### config.mk
export PLATFORM = sky130hd
export DESIGN_NAME = cp0_top
export DESIGN_NICKNAME = d
export VERILOG_FILES = /design/src/logic/cp0_pkg.sv /design/src/logic/cp0_regs.sv /design/src/logic/cp0_exception_unit.sv /design/src/logic/cp0_top.sv
export VERILOG_INCLUDE_DIRS = /design/src /design/src/include
export SDC_FILE = /design/constraint.sdc
export NUM_CORES = 1
export LEC_CHECK = 0
export ABC_AREA = 1
export BUFFER_PORTS_ARGS = -buffer_cell sky130_fd_sc_hd__buf_2
export CAP_MARGIN = 20
export CORE_UTILIZATION = 59
export CTS_BUF_LIST = sky130_fd_sc_hd__clkbuf_8
export DETAILED_ROUTE_END_ITERATION = 8
export PLACE_DENSITY = 0.89
export REMOVE_ABC_BUFFERS = 1
export SYNTH_ARGS = -nofsm -noshare
export SYNTH_HDL_FRONTEND = slang
export SYNTH_SLANG_ARGS = --single-unit
### constraint.sdc
create_clock -name clk -period 4.68 [get_ports clk]
set_input_delay 0.936 -clock clk [delete_from_list [all_inputs] [get_ports clk]]
set_output_delay 0.936 -clock clk [all_outputs]
set_load 0.005 [all_outputs]
### src/include/mips_cp0_config.svh
`ifndef MIPS_CP0_CONFIG_SVH
`define MIPS_CP0_CONFIG_SVH

// cp0 register numbers
`define CP0_REG_COUNT       5'd9
`define CP0_REG_COMPARE     5'd11
`define CP0_REG_STATUS      5'd12
`define CP0_REG_CAUSE       5'd13
`define CP0_REG_EPC         5'd14
`define CP0_REG_PRID        5'd15
`define CP0_REG_CONFIG      5'd16

// exccode values in priority order from the highest
`define CODE_INT            5'd0
`define CODE_RI             5'd10
`define CODE_OVF            5'd12
`define CODE_TRAP           5'd13
`define CODE_SYS            5'd8

// exception vectors
`define EXC_VECTOR_NORMAL   32'h8000_0180
`define EXC_VECTOR_BOOT     32'hbfc0_0380

// fixed read values with BE (bit 15) set in config
`define PRID_VALUE          32'h0000_4200
`define CONFIG_VALUE        32'h0000_8000

// software writable bits
`define STATUS_WMASK        32'h0a60_ff01 // rp, re, bev, ts, im, ie
`define CAUSE_WMASK         32'h00c0_0300 // iv, wp, sw ip

`define CP0_RESET_WORD      32'h0000_0000

`endif

### src/logic/cp0_pkg.sv
package cp0_pkg;

    //////////////////////////////////////////////////
    // basic widths
    //////////////////////////////////////////////////

    typedef logic [31:0] cp0_word_t; // data or address word
    typedef logic [4:0]  cp0_addr_t; // cp0 register number
    typedef logic [4:0]  exc_code_t; // cause.exccode

    //////////////////////////////////////////////////
    // pipeline to cp0
    //////////////////////////////////////////////////

    // mtc0 request
    typedef struct packed {
        logic      we;
        cp0_addr_t addr;
        cp0_word_t data;
    } cp0_wr_t;

    // flags of the instruction at commit
    typedef struct packed {
        logic      valid;
        logic      syscall;
        logic      illegal;       // reserved instruction
        logic      trap;
        logic      overflow;
        logic      eret;
        logic      in_delay_slot;
        cp0_word_t pc;
    } exc_req_t;

    //////////////////////////////////////////////////
    // exception unit outputs
    //////////////////////////////////////////////////

    // what the register file records on the next edge
    typedef struct packed {
        logic      take;  // exception taken
        logic      eret;  // leave exception level
        exc_code_t code;
        logic      bd;    // branch delay flag
        cp0_word_t pc;    // already corrected for delay slot
    } exc_commit_t;

    // flush and new fetch address
    typedef struct packed {
        logic      flush;
        cp0_word_t target;
    } redirect_t;

endpackage

### src/logic/cp0_regs.sv
`timescale 1ns/1ns

`include "mips_cp0_config.svh"

module cp0_regs (
    input  logic                  clk,
    input  logic                  rst_n,
    input  cp0_pkg::cp0_wr_t      wr,
    input  cp0_pkg::cp0_addr_t    rd_addr,
    output cp0_pkg::cp0_word_t    rd_data,
    input  logic [5:0]            hw_int,
    input  cp0_pkg::exc_commit_t  commit,
    output cp0_pkg::cp0_word_t    status,
    output cp0_pkg::cp0_word_t    cause,
    output cp0_pkg::cp0_word_t    epc,
    output logic                  timer_int
);
    import cp0_pkg::*;

    cp0_word_t count;     // r9
    cp0_word_t compare;   // r11
    cp0_word_t status_sw; // only status writable bits live here
    logic      exl;       // status[1]
    cp0_word_t cause_sw;  // only cause writable bits live here
    logic [5:0] hw_ip;    // cause[15:10]
    logic      bd;        // cause[31]
    exc_code_t exc_code;  // cause[6:2]

    logic wr_count;
    logic wr_compare;
    logic wr_status;
    logic wr_cause;
    logic wr_epc;

    //////////////////////////////////////////////////
    // write decode
    //////////////////////////////////////////////////

    always_comb
    begin
        wr_count   = wr.we && (wr.addr == `CP0_REG_COUNT);
        wr_compare = wr.we && (wr.addr == `CP0_REG_COMPARE);
        wr_status  = wr.we && (wr.addr == `CP0_REG_STATUS);
        wr_cause   = wr.we && (wr.addr == `CP0_REG_CAUSE);
        wr_epc     = wr.we && (wr.addr == `CP0_REG_EPC);
    end

    //////////////////////////////////////////////////
    // count and timer
    //////////////////////////////////////////////////

    always_ff @(posedge clk or negedge rst_n)
    begin
        if (!rst_n)
        begin
            count <= `CP0_RESET_WORD;
        end
        else if (wr_count)
        begin
            count <= wr.data; // reload
        end
        else
        begin
            count <= count + 32'd1;
        end
    end

    always_ff @(posedge clk or negedge rst_n)
    begin
        if (!rst_n)
        begin
            compare   <= `CP0_RESET_WORD;
            timer_int <= 1'b0;
        end
        else
        begin
            // zero compare disables the timer
            if (compare != '0 && count == compare)
            begin
                timer_int <= 1'b1;
            end

            // a compare write acks the timer, and beats a match
            if (wr_compare)
            begin
                compare   <= wr.data;
                timer_int <= 1'b0;
            end
        end
    end

    //////////////////////////////////////////////////
    // status
    //////////////////////////////////////////////////

    always_ff @(posedge clk or negedge rst_n)
    begin
        if (!rst_n)
        begin
            status_sw <= `CP0_RESET_WORD;
            exl       <= 1'b0;
        end
        else
        begin
            if (wr_status)
            begin
                status_sw <= wr.data & `STATUS_WMASK;
            end

            // exl is hardware only
            if (commit.take)
            begin
                exl <= 1'b1;
            end
            else if (commit.eret)
            begin
                exl <= 1'b0;
            end
        end
    end

    //////////////////////////////////////////////////
    // cause
    //////////////////////////////////////////////////

    always_ff @(posedge clk or negedge rst_n)
    begin
        if (!rst_n)
        begin
            cause_sw <= `CP0_RESET_WORD;
            hw_ip    <= '0;
            bd       <= 1'b0;
            exc_code <= '0;
        end
        else
        begin
            hw_ip <= {hw_int[5] | timer_int, hw_int[4:0]}; // timer shares ip7

            if (wr_cause)
            begin
                cause_sw <= wr.data & `CAUSE_WMASK;
            end

            if (commit.take)
            begin
                exc_code <= commit.code;
                if (!exl)
                begin
                    bd <= commit.bd; // nested exceptions keep bd
                end
            end
        end
    end

    //////////////////////////////////////////////////
    // epc
    //////////////////////////////////////////////////

    always_ff @(posedge clk or negedge rst_n)
    begin
        if (!rst_n)
        begin
            epc <= `CP0_RESET_WORD;
        end
        else if (commit.take && !exl)
        begin
            epc <= commit.pc; // commit beats mtc0
        end
        else if (wr_epc)
        begin
            epc <= wr.data;
        end
    end

    // architectural views
    assign status = status_sw | {30'b0, exl, 1'b0};
    assign cause  = cause_sw | {bd, 15'b0, hw_ip, 3'b0, exc_code, 2'b00};

    //////////////////////////////////////////////////
    // read mux
    //////////////////////////////////////////////////

    always_comb
    begin
        case (rd_addr)
            `CP0_REG_COUNT:   rd_data = count;
            `CP0_REG_COMPARE: rd_data = compare;
            `CP0_REG_STATUS:  rd_data = status;
            `CP0_REG_CAUSE:   rd_data = cause;
            `CP0_REG_EPC:     rd_data = epc;
            `CP0_REG_PRID:    rd_data = `PRID_VALUE;
            `CP0_REG_CONFIG:  rd_data = `CONFIG_VALUE;
            default:          rd_data = '0; // unimplemented
        endcase
    end

endmodule

### src/logic/cp0_exception_unit.sv
`timescale 1ns/1ns

`include "mips_cp0_config.svh"

module cp0_exception_unit (
    input  cp0_pkg::exc_req_t     req,
    input  cp0_pkg::cp0_word_t    status,
    input  cp0_pkg::cp0_word_t    cause,
    input  cp0_pkg::cp0_word_t    epc,
    output cp0_pkg::exc_commit_t  commit,
    output cp0_pkg::redirect_t    redirect
);
    import cp0_pkg::*;

    logic       st_ie;
    logic       st_exl;
    logic       st_bev;
    logic [7:0] st_im;
    logic [7:0] ca_ip;

    logic       int_pending;
    logic       exc_any;
    exc_code_t  exc_code;
    logic       eret_ok;
    cp0_word_t  exc_vector;
    cp0_word_t  epc_value;

    //////////////////////////////////////////////////
    // field extraction
    //////////////////////////////////////////////////

    always_comb
    begin
        st_ie  = status[0];
        st_exl = status[1];
        st_bev = status[22];
        st_im  = status[15:8];
        ca_ip  = cause[15:8];
    end

    // masked ip, globally enabled, not already in a handler
    assign int_pending = (|(ca_ip & st_im)) && st_ie && !st_exl;

    //////////////////////////////////////////////////
    // priority select
    //////////////////////////////////////////////////

    always_comb
    begin
        exc_any  = 1'b1;
        exc_code = `CODE_INT;

        if (!req.valid)
        begin
            exc_any = 1'b0; // flags of a bubble are ignored
        end
        else if (int_pending)
        begin
            exc_code = `CODE_INT;
        end
        else if (req.illegal)
        begin
            exc_code = `CODE_RI;
        end
        else if (req.overflow)
        begin
            exc_code = `CODE_OVF;
        end
        else if (req.trap)
        begin
            exc_code = `CODE_TRAP;
        end
        else if (req.syscall)
        begin
            exc_code = `CODE_SYS;
        end
        else
        begin
            exc_any = 1'b0;
        end
    end

    // eret only when nothing outranks it
    assign eret_ok = req.valid && req.eret && !exc_any;

    //////////////////////////////////////////////////
    // epc value and vector
    //////////////////////////////////////////////////

    // delay slot restarts at the branch
    assign epc_value  = req.in_delay_slot ? (req.pc - 32'd4) : req.pc;
    assign exc_vector = st_bev ? `EXC_VECTOR_BOOT : `EXC_VECTOR_NORMAL;

    //////////////////////////////////////////////////
    // outputs
    //////////////////////////////////////////////////

    always_comb
    begin
        commit.take = exc_any;
        commit.eret = eret_ok;
        commit.code = exc_code;
        commit.bd   = req.in_delay_slot;
        commit.pc   = epc_value;
    end

    always_comb
    begin
        redirect.flush = exc_any || eret_ok;
        if (exc_any)
        begin
            redirect.target = exc_vector;
        end
        else if (eret_ok)
        begin
            redirect.target = epc; // return from handler
        end
        else
        begin
            redirect.target = '0;
        end
    end

endmodule

### src/logic/cp0_top.sv
`timescale 1ns/1ns

module cp0_top (
    input  logic                clk,
    input  logic                rst_n,

    // pipeline side
    input  cp0_pkg::cp0_wr_t    wr,
    input  cp0_pkg::cp0_addr_t  rd_addr,
    output cp0_pkg::cp0_word_t  rd_data,
    input  logic [5:0]          hw_int,
    input  cp0_pkg::exc_req_t   req,
    output cp0_pkg::redirect_t  redirect,
    output logic                timer_int,

    // register views for forwarding
    output cp0_pkg::cp0_word_t  status,
    output cp0_pkg::cp0_word_t  cause,
    output cp0_pkg::cp0_word_t  epc
);
    import cp0_pkg::*;

    exc_commit_t commit; // exception unit to register file

    //////////////////////////////////////////////////
    // register file and timer
    //////////////////////////////////////////////////

    cp0_regs i_cp0_regs (
        .clk       (clk),
        .rst_n     (rst_n),
        .wr        (wr),
        .rd_addr   (rd_addr),
        .rd_data   (rd_data),
        .hw_int    (hw_int),
        .commit    (commit),
        .status    (status),
        .cause     (cause),
        .epc       (epc),
        .timer_int (timer_int)
    );

    //////////////////////////////////////////////////
    // exception select and redirect
    //////////////////////////////////////////////////

    cp0_exception_unit i_cp0_exception_unit (
        .req      (req),
        .status   (status),
        .cause    (cause),
        .epc      (epc),
        .commit   (commit),
        .redirect (redirect)
    );

endmodule

---- Word-level counts from Yosys, hierarchy flattened ----
Cells that the tools add are included.
storage, ports and cells
  flip-flop bits (word level) ............. 127
  input port bits ......................... 90
  output and inout bits ................... 162
  logic and storage cells ................. 75
operators by class
  add/subtract/negate cells ............... 2
  equality and inequality tests ........... 13
  mux-type cells .......................... 24
  bitwise gates (word level) .............. 5
  reduce and logical (&&, ||, !) cells .... 21
operators by type and width
  cell                                                                  number
  32-bit case mux with 7 select lines                                   1
  32-bit two-way mux                                                    6
  5-bit by 4-bit == test with 1-bit output, second input constant       11
  32-bit by 1-bit adder with 32-bit output, second input constant       1
  32-bit == test                                                        1
  24-bit by 32-bit bitwise OR with 32-bit output                        1
  32-bit nonzero test                                                   1
  32-bit by 3-bit subtractor with 32-bit output, second input constant  1
  30-bit two-way mux                                                    1
  28-bit by 2-bit bitwise OR with 28-bit output                         1
  5-bit two-way mux                                                     5
  1-bit logical AND                                                     11
  1-bit two-way mux                                                     10
  8-bit bitwise AND                                                     1
  8-bit OR reduction                                                    1
  2-bit nonzero test                                                    3
  5-bit == test, second input constant                                  1
  4-bit two-way mux                                                     1
  1-bit zero test                                                       3
  2-bit AND reduction                                                   1
  1-bit logical OR                                                      1
  1-bit inverter                                                        1
  1-bit bitwise OR                                                      1

---- Longest topological paths before layout ----
Gate-level depths: netlist of the first run.
  depth in word-level cells ............... 11
  mapped depth ............................ 12

---- Hierarchy ----
A second synthesis of the first run with hierarchy kept.
second synthesis, totals
  cells, all modules ...................... 1,252
  area total of the unflattened synthesis .. 8,774.7 um^2
modules (own cells, without submodules)
  module              instances  cells an instance  area each (um^2)  sequential area each (um^2)
  cp0_regs            1          980                7,434.6           3,178.0
  cp0_exception_unit  1          272                1,340.0           0.0

---- Worst setup path after synthesis of the first run ----
OpenSTA, ideal clock, no wires.
  kind .................................... input-to-output
  start ................................... input port req[35] in the netlist's numbering
  end ..................................... output port redirect[0] in the netlist's numbering
  data arrival time ....................... 1.807 ns
  setup slack ............................. 1.937 ns
  cell stages on the path ................. 8
  path buffers ............................ 1
  path through ............................ nor2_1 nand2_1 nand2_1 nand2_4 inv_2 nand2_1 buf_2 nor2_1
RTL lines
  item         RTL line       source
  from (decl)  cp0_top.sv:12  input cp0_pkg::exc_req_t req,
  to (decl)    cp0_top.sv:13  output cp0_pkg::redirect_t redirect,

==> results of run 1 <==
-- synthesized netlist by cell type (2+ instances only) --
| cell | number |
|---|---|
| inv_4 | 2 |
| buf_2 | 15 |
| nor3_4 | 2 |
| o211ai_1 | 2 |
| nand3_2 | 4 |
| nor3_2 | 8 |
| dfrtp_1 | 126 |
| nand2_4 | 4 |
| nor2_1 | 115 |
| clkbuf_1 | 12 |
| o21ai_0 | 63 |
| o21ai_1 | 59 |
| xnor2_1 | 22 |
| o2111ai_1 | 8 |
| a22oi_1 | 10 |
| nand4_1 | 22 |
| o21ai_2 | 21 |
| nor3_1 | 14 |
| a21oi_1 | 10 |
| a221oi_1 | 4 |
| o22ai_1 | 8 |
| nand2_1 | 407 |
| buf_6 | 3 |
| nor2_2 | 10 |
| nor2_4 | 7 |
| ha_1 | 2 |
| buf_4 | 43 |
| nand3_1 | 59 |
| xor2_1 | 26 |
| inv_1 | 156 |
| o221ai_1 | 12 |
| nand2_2 | 7 |
| inv_2 | 14 |
-- worst max-delay path: stages --
cell and delay (ns):
buf_2 0.10, nor2_1 0.13, nand2_1 0.09, nand2_1 0.17, nand2_4 0.10, inv_2 0.20, nand2_1 0.58, o21ai_0 0.43
buf_2 0.17
-- area by class of cell --
class / count / area [um^2] / area share (%)
multi-input cells: 948 / 4690 / 45.5
flip-flops and latches: 126 / 3150 / 30.6
repair buffers: 227 / 1190 / 11.6
inverters: 173 / 654 / 6.34
clock buffers: 20 / 275 / 2.67
well taps: 184 / 230 / 2.23
clock inverters: 12 / 119 / 1.15
-- metrics by stage --
step | std cells | worst slack [ns]
2_1_floorplan | 1247 | 1.37
3_3_place_gp | 1656 | 0.968
3_5_place_dp | 1656 | 0.859
4_1_cts | 1688 | 0.853
5_1_grt | 1690 | 0.640
6_report | 1690 | 0.823
-- metal layers --
metal  part of all wire [%]  wire, um
met1                     41     12700
met5                      0         0
met4                    3.7      1140
met3                     11      3270
met2                     45     14000
-- where the power goes --
part / internal, mW / switching (mW) / leakage (nW)
registers: 1.34 / 0.359 / 1.53
logic: 0.440 / 0.689 / 3.69
clock network: 0.509 / 0.456 / 0.203
total: 2.29 / 1.50 / 5.42
-- cells by family (layout without fill, tap and decap cells) --
family	Yosys count	in the layout	share of synthesized area (%)
other	1	35	0.0422
adders and majority gates	2	2	0.282
buffers and inverters	249	432	13.2
xor gates and xnor gates	48	48	4.73
AOI/OAI and AO/OA	200	200	13.8
and+or+nand+nor	663	663	32.5
DFF	126	126	35.5
-- worst paths after layout --
kind / to / slack (ns) / cells after the start
max: redirect[23] / 0.82 / 9
min: i_cp0_regs.status_sw[10] / 0.44 / 1
max reg2reg: i_cp0_regs.epc[1] / 2.39 / 11
min reg2reg: i_cp0_regs.hw_ip[5] / 0.50 / 1
max in group asynchronous: i_cp0_regs.compare[24] / 3.48 / 2
min in group clk: i_cp0_regs.hw_ip[5] / 0.50 / 1
-- flip-flops by register name (all words and copies together), names as in the netlist --
signal and cells:
i_cp0_regs.compare 32, i_cp0_regs.count 32, i_cp0_regs.epc 32, i_cp0_regs.status_sw 13, i_cp0_regs.hw_ip 6, i_cp0_regs.cause_sw 4
i_cp0_regs.exc_code 4, i_cp0_regs.bd 1, i_cp0_regs.exl 1, i_cp0_regs.timer_int 1
-- layout by cell type (no fill, tap or decap), types with 7 or more instances in the layout --
cell type  synthesis  final
a21oi_1           10     10
inv_1            156    158
nor2_1           115    115
o22ai_1            8      8
o2111ai_1          8      8
nand2_2            7      7
nor2_2            10     10
o221ai_1          12     12
o21ai_1           59     59
nand4_1           22     22
a22oi_1           10     10
clkbuf_8           0     20
buf_2             15    215
dfrtp_1          126    126
buf_4             43     10
nor3_2             8      7
nor3_1            14     14
nand3_1           59     59
nand2_1          407    407
inv_2             14     14
xnor2_1           22     22
nor2_4             7      7
xor2_1            26     26
o21ai_0           63     63
o21ai_2           21     21
conb_1             1     35
==> impl_metrics.yaml, run 1 <==
clock_tree:
  cts.clk_slew.worst_paths_ns: 0.08
  cts.sinks: 126
  clock_path_buffers: 2
  cts-resized-gates: 0
  clock-root-buffer: "clkbuf_8"
  cts_hold_buffers: 0
  clk-insertion-delay-late_ns: 0.46
  cts.htree.levels: 4
  cts_tree: "done"
  cts_setup_buffers: 0
  cts_made_buffers: 17
setup_path:
  path_class: "primary input to output pin"
  cp.arrival_ns: 2.92
  critPathLaunch: "req[35]"
  reg2reg_from: "i_cp0_regs.status_sw[13]"
  startpoint_type: "primary input"
  cp.required_ns: 3.74
  path_max_fanout: 23
  worstSetupEndpointType: "output pin"
yosys:
  netlist-cell-type-count: 45
  synth_area_per_cell_um2: 6.89
  synth_enable_flop_cells: 0
  synth.largest_area_cell: "dfrtp_1"
  synth_area_leaders: "dfrtp_1 (35%), nand2_1 (17%), inv_1 (6.6%)"
  ys_seq_area_share_pct: 35.5
  syn_area_mm2: 0.00888
  synthFlopType: "dfrtp_1"
  yosys_warnings: 0
  ys_async_sr_fraction_pct: 100
  synth-seq-cells: 126
  syn_inst: 1289
  synth_top_area_share_pct: 35.5
timing:
  rsz0062_at_grt: "no"
  slew_headroom_pct: 38.9
  min_period_over_period_pct: 82.4
  setup_viol: 0
  tightest_slew_ns: 0.914
  finalMaxSlewViolations: 0
  whs_ns: 0.442
  skew_ns: 0.00988
  period_needed_ns: 3.86
  hold_viol: 0
  fmax_mhz: 259
  tns_ns: 0
placed_design:
  gp_congestion: 0.996
  dpl.hpwl_mm: 24.1
  io_buffer_count: 216
  place_area_mm2: 0.00988
global_routing:
  grt_use_met1_pct: 55.4
  use_met3_pct: 9.24
  met2_usage_pct: 61.0
  grt_pass1_vias: 8813
  antenna_found_initial: 0
  grt_busiest_layer: "met2"
  grt_pass1_wl_mm: 48.1
  overflow: 0
  grt_max_degree: 83
  gr-usage-all-layers_pct: 40.1
route:
  drc: 0
  wire_per_inst_um: 18.4
  wirelength_mm: 31.2
  first_iter_violations: 1130
  via_per_inst: 5.65
  num_vias: 9542
  ant_nets: 0
  drt-pass1-iter-count: 7
finish:
  layout.nets: 1585
  fin_util_pct: 70.7
  layout-drive-gt1-share_pct: 22.5
  areaGrowthSynthToFinish_pct: 16.2
  finish.instance_area_mm2: 0.0103
  nFillCells: 1269
  insertedDiodeCount: 0
die:
  fp.dieH_um: 125
  rows: 44
  io_pins: 252
  fp.dieW_um: 125
  start_util_pct: 60.9
  core_area_mm2: 0.0146
  die-area_mm2: 0.0155
worst_hold_path:
  hp-class: "primary input to async pin"
pwr:
  ir_drop_mv: 0.231
  leakagePower_nw: 5.42
  total_power_mw: 3.79
  powerDensity_mw_per_mm2: 368
flow_run:
  max_cap_violations: 0
run_status:
  status: "finished, final reports clean"
Power figures use the tool's default switching activity.
==> inputs of run 2 (changes only) <==
CORE_UTILIZATION = 55   (was 59)
PLACE_DENSITY = 0.84   (was 0.89)
clock period = 3.9 ns   (was 4.68 ns; I/O delays follow)
==> run 2 against run 1 <==
Wire length about the same. Die area rose by 7.2%. Register-to-register slack worse by 0.82 ns. Clock skew rose by 0.0026 ns. Clock-buffer cell count shrank 3. Critical path type is now flip-flop to output pin. Largest cell class unchanged. Highest routed layer unchanged.
==> impl_metrics.yaml, run 2 (synthesis gave the netlist of run 1 again) <==
setup_path:
  critPathLaunch: "i_cp0_regs.status_sw[12]"
  path_cells: "nand2_1 > nand2_1 > nor2_1 > nand2_2 > nand3_4 > nand2_4 > inv_2 > nand2_1 > buf_4 > nor2_1 > buf_2"
  reg2reg_from: "i_cp0_regs.status_sw[12]"
  reg2reg_to: "i_cp0_regs.epc[1]"
  cp.arrival_ns: 2.73
  cp.required_ns: 3.12
  cp.depth: 11
  max_stage_delay_ns: 0.41
  path_common_cell: "nand2_1"
  path_class: "flip-flop to output pin"
  cp_top_family: "simple AND/OR/NAND/NOR gates"
  worstSetupEndpointType: "output pin"
  slowest_stage: "dfrtp_1"
  crit_end: "redirect[2]"
  startpoint_type: "flip-flop"
  critPathBufInv: 3
  r2r_slack_ns: 1.57
  path_max_fanout: 14
  reg2reg_depth: 11
clock_tree:
  cts_made_buffers: 17
  cts.htree.levels: 4
  cts-resized-gates: 0
  cts.sinks: 126
  cts_setup_buffers: 0
  cts_hold_buffers: 0
  cts_tree: "done"
  clock_path_buffers: 2
  cts.clk_slew.worst_paths_ns: 0.07
  clk-insertion-delay-late_ns: 0.46
  clock-root-buffer: "clkbuf_8"
finish:
  reg.largest.list: "i_cp0_regs.compare (32), i_cp0_regs.count (32), i_cp0_regs.epc (32)"
  insertedDiodeCount: 0
  nFillCells: 1485
  final_cell_mix: "nand2_1 (407), buf_2 (215), inv_1 (160), dfrtp_1 (126), nor2_1 (115)"
  areaGrowthSynthToFinish_pct: 16.0
  layout.nets: 1583
  layout_commonest_cell: "nand2_1"
  layout-drive-gt1-share_pct: 22.2
  final-seq-area_mm2: 0.00315
  multi_input_area_mm2: 0.00469
  fin_util_pct: 65.1
route:
  wire_per_inst_um: 18.1
  num_vias: 9480
  ant_nets: 0
  via_per_inst: 5.52
  first_iter_violations: 886
  drc: 0
  drt-pass1-iter-count: 5
  wirelength_mm: 31.1
timing:
  rsz0062_at_grt: "no"
  slew_headroom_pct: 29.1
  tightest_slew_ns: 1.06
  fmax_mhz: 285
  tns_ns: 0
  skew_ns: 0.0125
  setup_viol: 0
  hold_viol: 0
  period_needed_ns: 3.51
  finalMaxSlewViolations: 0
  min_period_over_period_pct: 89.9
pwr:
  powerDensity_mw_per_mm2: 437
  leakagePower_nw: 5.41
  ir_drop_mv: 0.235
global_routing:
  gr-usage-all-layers_pct: 38.3
  overflow: 0
  grt_pass1_vias: 8694
  grt_max_degree: 80
  grt_pass1_wl_mm: 47.3
  antenna_found_initial: 0
die:
  rows: 46
  core_area_mm2: 0.0158
  fp.dieH_um: 129
  start_util_pct: 56.1
  die-area_mm2: 0.0167
  io_pins: 252
  fp.dieW_um: 129
placed_design:
  gp_congestion: 0.975
  io_buffer_count: 216
  dpl.hpwl_mm: 24.2
run_status:
  status: "finished, final reports clean"
worst_hold_path:
  hp-class: "primary input to async pin"
flow_run:
  max_cap_violations: 0
run 2: changes by cell type in the layout (fill, tap and decap cells not counted), sizes merged:
| cell | previous run | this run |
|---|---|---|
| bufinv | 2 | 3 |
| clkinvlp | 3 | 0 |
| buf | 227 | 225 |
| clkbuf | 20 | 17 |
| clkinv | 5 | 7 |
| inv | 175 | 176 |
run 2: worst min path at each step:
stage	to	slack [ns]	cells after the start
detailed placement	i_cp0_regs.epc[27]	0.49	2
floorplan	i_cp0_regs.bd	0.48	0
CTS	i_cp0_regs.hw_ip[0]	0.35	1
global placement	i_cp0_regs.hw_ip[5]	0.48	1
global route	i_cp0_regs.hw_ip[0]	0.37	1
finish	i_cp0_regs.cause_sw[9]	0.33	1
run 2: metrics by stage:
stage | area [um^2] | worst slack, ns | hold slack, ns | instances | power, mW
3_5_place_dp | 9930 | 0.509 | 0.485 | 1688 | 3.36
3_3_place_gp | 9930 | 0.689 | 0.479 | 1688 | 3.33
4_1_cts | 10300 | 0.410 | 0.349 | 1718 | 4.47
6_report | 10300 | 0.394 | 0.329 | 1718 | 4.50
2_1_floorplan | 8490 | 0.906 | 0.484 | 1247 | 2.72
5_1_grt | 10300 | 0.212 | 0.371 | 1718 | 4.76
run 2: layout make-up:
class	count	area share, %
tap	216	2.62
multi-input combinational	948	45.5
sequential	126	30.6
timing repair buffer	225	11.3
clock buffer	17	2.27
clock inverter	13	1.31
inverter	173	6.35
run 2: power by group:
part | switching, mW | leakage (nW) | total, mW | internal (mW)
Clock | 0.508 | 0.209 | 1.12 | 0.607
Sequential | 0.429 | 1.53 | 2.04 | 1.61
Combinational | 0.823 | 3.67 | 1.35 | 0.526
Total | 1.76 | 5.41 | 4.50 | 2.74
run 2: per-layer routing:
| layer | track usage (%) | vias up | routed length, um |
|---|---|---|---|
| met4 | 17.0 | 0 | 1240 |
| met2 | 59.9 | 554 | 14100 |
| met1 | 50.6 | 4381 | 12600 |
| met5 | 0 | - | 0 |
| li1 | - | 4455 | - |
| met3 | 9.45 | 90 | 3150 |
==> inputs of run 3 (changes only) <==
MAX_ROUTING_LAYER = met4   (was not set)
==> run 3 against run 2 <==
Clock power down 5%. Largest cell class unchanged. Critical endpoint is now redirect[11]. Final cell count did not move. Setup slack gained 0.064 ns. Combinational power hardly changed.
==> impl_metrics.yaml, run 3 (synthesis gave the netlist of run 1 again) <==
finish:
  layout_commonest_cell: "nand2_1"
  final-seq-area_mm2: 0.00315
  nFillCells: 1475
  reg.largest.list: "i_cp0_regs.compare (32), i_cp0_regs.count (32), i_cp0_regs.epc (32)"
  insertedDiodeCount: 0
  areaGrowthSynthToFinish_pct: 15.8
  multi_input_area_mm2: 0.00469
  layout.nets: 1584
  layout-drive-gt1-share_pct: 22.4
  final_cell_mix: "nand2_1 (407), buf_2 (215), inv_1 (157), dfrtp_1 (126), nor2_1 (115)"
die:
  fp.dieH_um: 129
  rows: 46
  die-area_mm2: 0.0167
  fp.dieW_um: 129
  core_area_mm2: 0.0158
  io_pins: 252
  start_util_pct: 56.1
clock_tree:
  cts-resized-gates: 0
  cts.htree.levels: 4
  cts.sinks: 126
  cts.clk_slew.worst_paths_ns: 0.07
  cts_made_buffers: 17
  cts_tree: "done"
  cts_hold_buffers: 0
  cts_setup_buffers: 0
  clk-insertion-delay-late_ns: 0.47
  clock-root-buffer: "clkbuf_8"
  clock_path_buffers: 2
timing:
  slew_headroom_pct: 57.8
  setup_viol: 0
  tightest_slew_ns: 0.633
  hold_viol: 0
  rsz0062_at_grt: "no"
  setup_ws_ns: 0.457
  fmax_mhz: 290
  tns_ns: 0
  period_needed_ns: 3.44
  finalMaxSlewViolations: 0
  min_period_over_period_pct: 88.3
  skew_ns: 0.00933
placed_design:
  pre_cts_ws_ns: 0.660
  dpl.hpwl_mm: 25.0
  io_buffer_count: 216
  gp_congestion: 0.943
route:
  first_iter_violations: 965
  drt-pass1-iter-count: 6
  wirelength_mm: 31.8
  drc: 0
  ant_nets: 0
  via_per_inst: 5.54
  wire_per_inst_um: 18.5
  num_vias: 9518
pwr:
  powerDensity_mw_per_mm2: 433
  ir_drop_mv: 0.293
  leakagePower_nw: 5.39
global_routing:
  grt_pass1_wl_mm: 47.8
  grt_pass1_vias: 8613
  antenna_found_initial: 0
  gr-usage-all-layers_pct: 40.3
  grt_max_degree: 81
  overflow: 0
setup_path:
  r2r_slack_ns: 1.50
  startpoint_type: "flip-flop"
  crit_end: "redirect[11]"
  path_class: "flip-flop to output pin"
  cp.arrival_ns: 2.66
  reg2reg_from: "i_cp0_regs.status_sw[13]"
  cp.required_ns: 3.12
  reg2reg_depth: 11
  worstSetupEndpointType: "output pin"
  critPathLaunch: "i_cp0_regs.status_sw[13]"
  path_max_fanout: 14
  reg2reg_to: "i_cp0_regs.epc[10]"
run_status:
  status: "finished, final reports clean"
worst_hold_path:
  hp-class: "primary input to async pin"
flow_run:
  max_cap_violations: 0
## run 3: how the worst min path moves through the flow
stage | end | cells after the start
2_1_floorplan | i_cp0_regs.bd | 0
3_3_place_gp | i_cp0_regs.hw_ip[5] | 1
3_5_place_dp | i_cp0_regs.epc[27] | 2
4_1_cts | i_cp0_regs.hw_ip[0] | 1
5_1_grt | i_cp0_regs.hw_ip[0] | 1
6_report | i_cp0_regs.hw_ip[0] | 1
## run 3: critical path, stage by stage (launching register included)
cell,delay (ns)
dfrtp_1,0.42
nand2_1,0.10
nand2_1,0.05
nor2_1,0.19
nand2_2,0.16
nand3_4,0.12
nand2_4,0.08
inv_2,0.19
nand2_1,0.35
buf_4,0.32
nor2_1,0.09
buf_2,0.12
## run 3: final cells by class
class,count,share of cell area (%)
Inverter,173,6.36
Sequential cell,126,30.6
Clock inverter,9,0.693
Clock buffer,20,2.68
Multi-Input combinational cell,948,45.6
Tap cell,216,2.63
Timing Repair Buffer,226,11.4
## run 3: metrics by stage
step / instances / hold WS, ns / utilization [%] / power (mW) / cell area [um^2]
floorplan: 1247 / 0.484 / - / 2.72 / 8490
global placement: 1689 / 0.471 / 62.8 / 3.35 / 9940
detailed placement: 1689 / 0.490 / 62.8 / 3.38 / 9940
CTS: 1718 / 0.339 / 65.0 / 4.42 / 10300
global route: 1718 / 0.346 / 65.0 / 4.70 / 10300
finish: 1718 / 0.319 / 65.0 / 4.45 / 10300
## run 3: report_power, final
part	switching (mW)	internal [mW]	leakage (nW)
logic	0.830	0.527	3.67
clock network	0.523	0.533	0.187
registers	0.433	1.61	1.53
## run 3: per-layer routing
layer / share of wire (%) / track usage [%]
met2: 46 / 62.4
met4: 3.5 / 14.7
met5: 0 / -
met3: 8.8 / 7.10
met1: 42 / 53.2
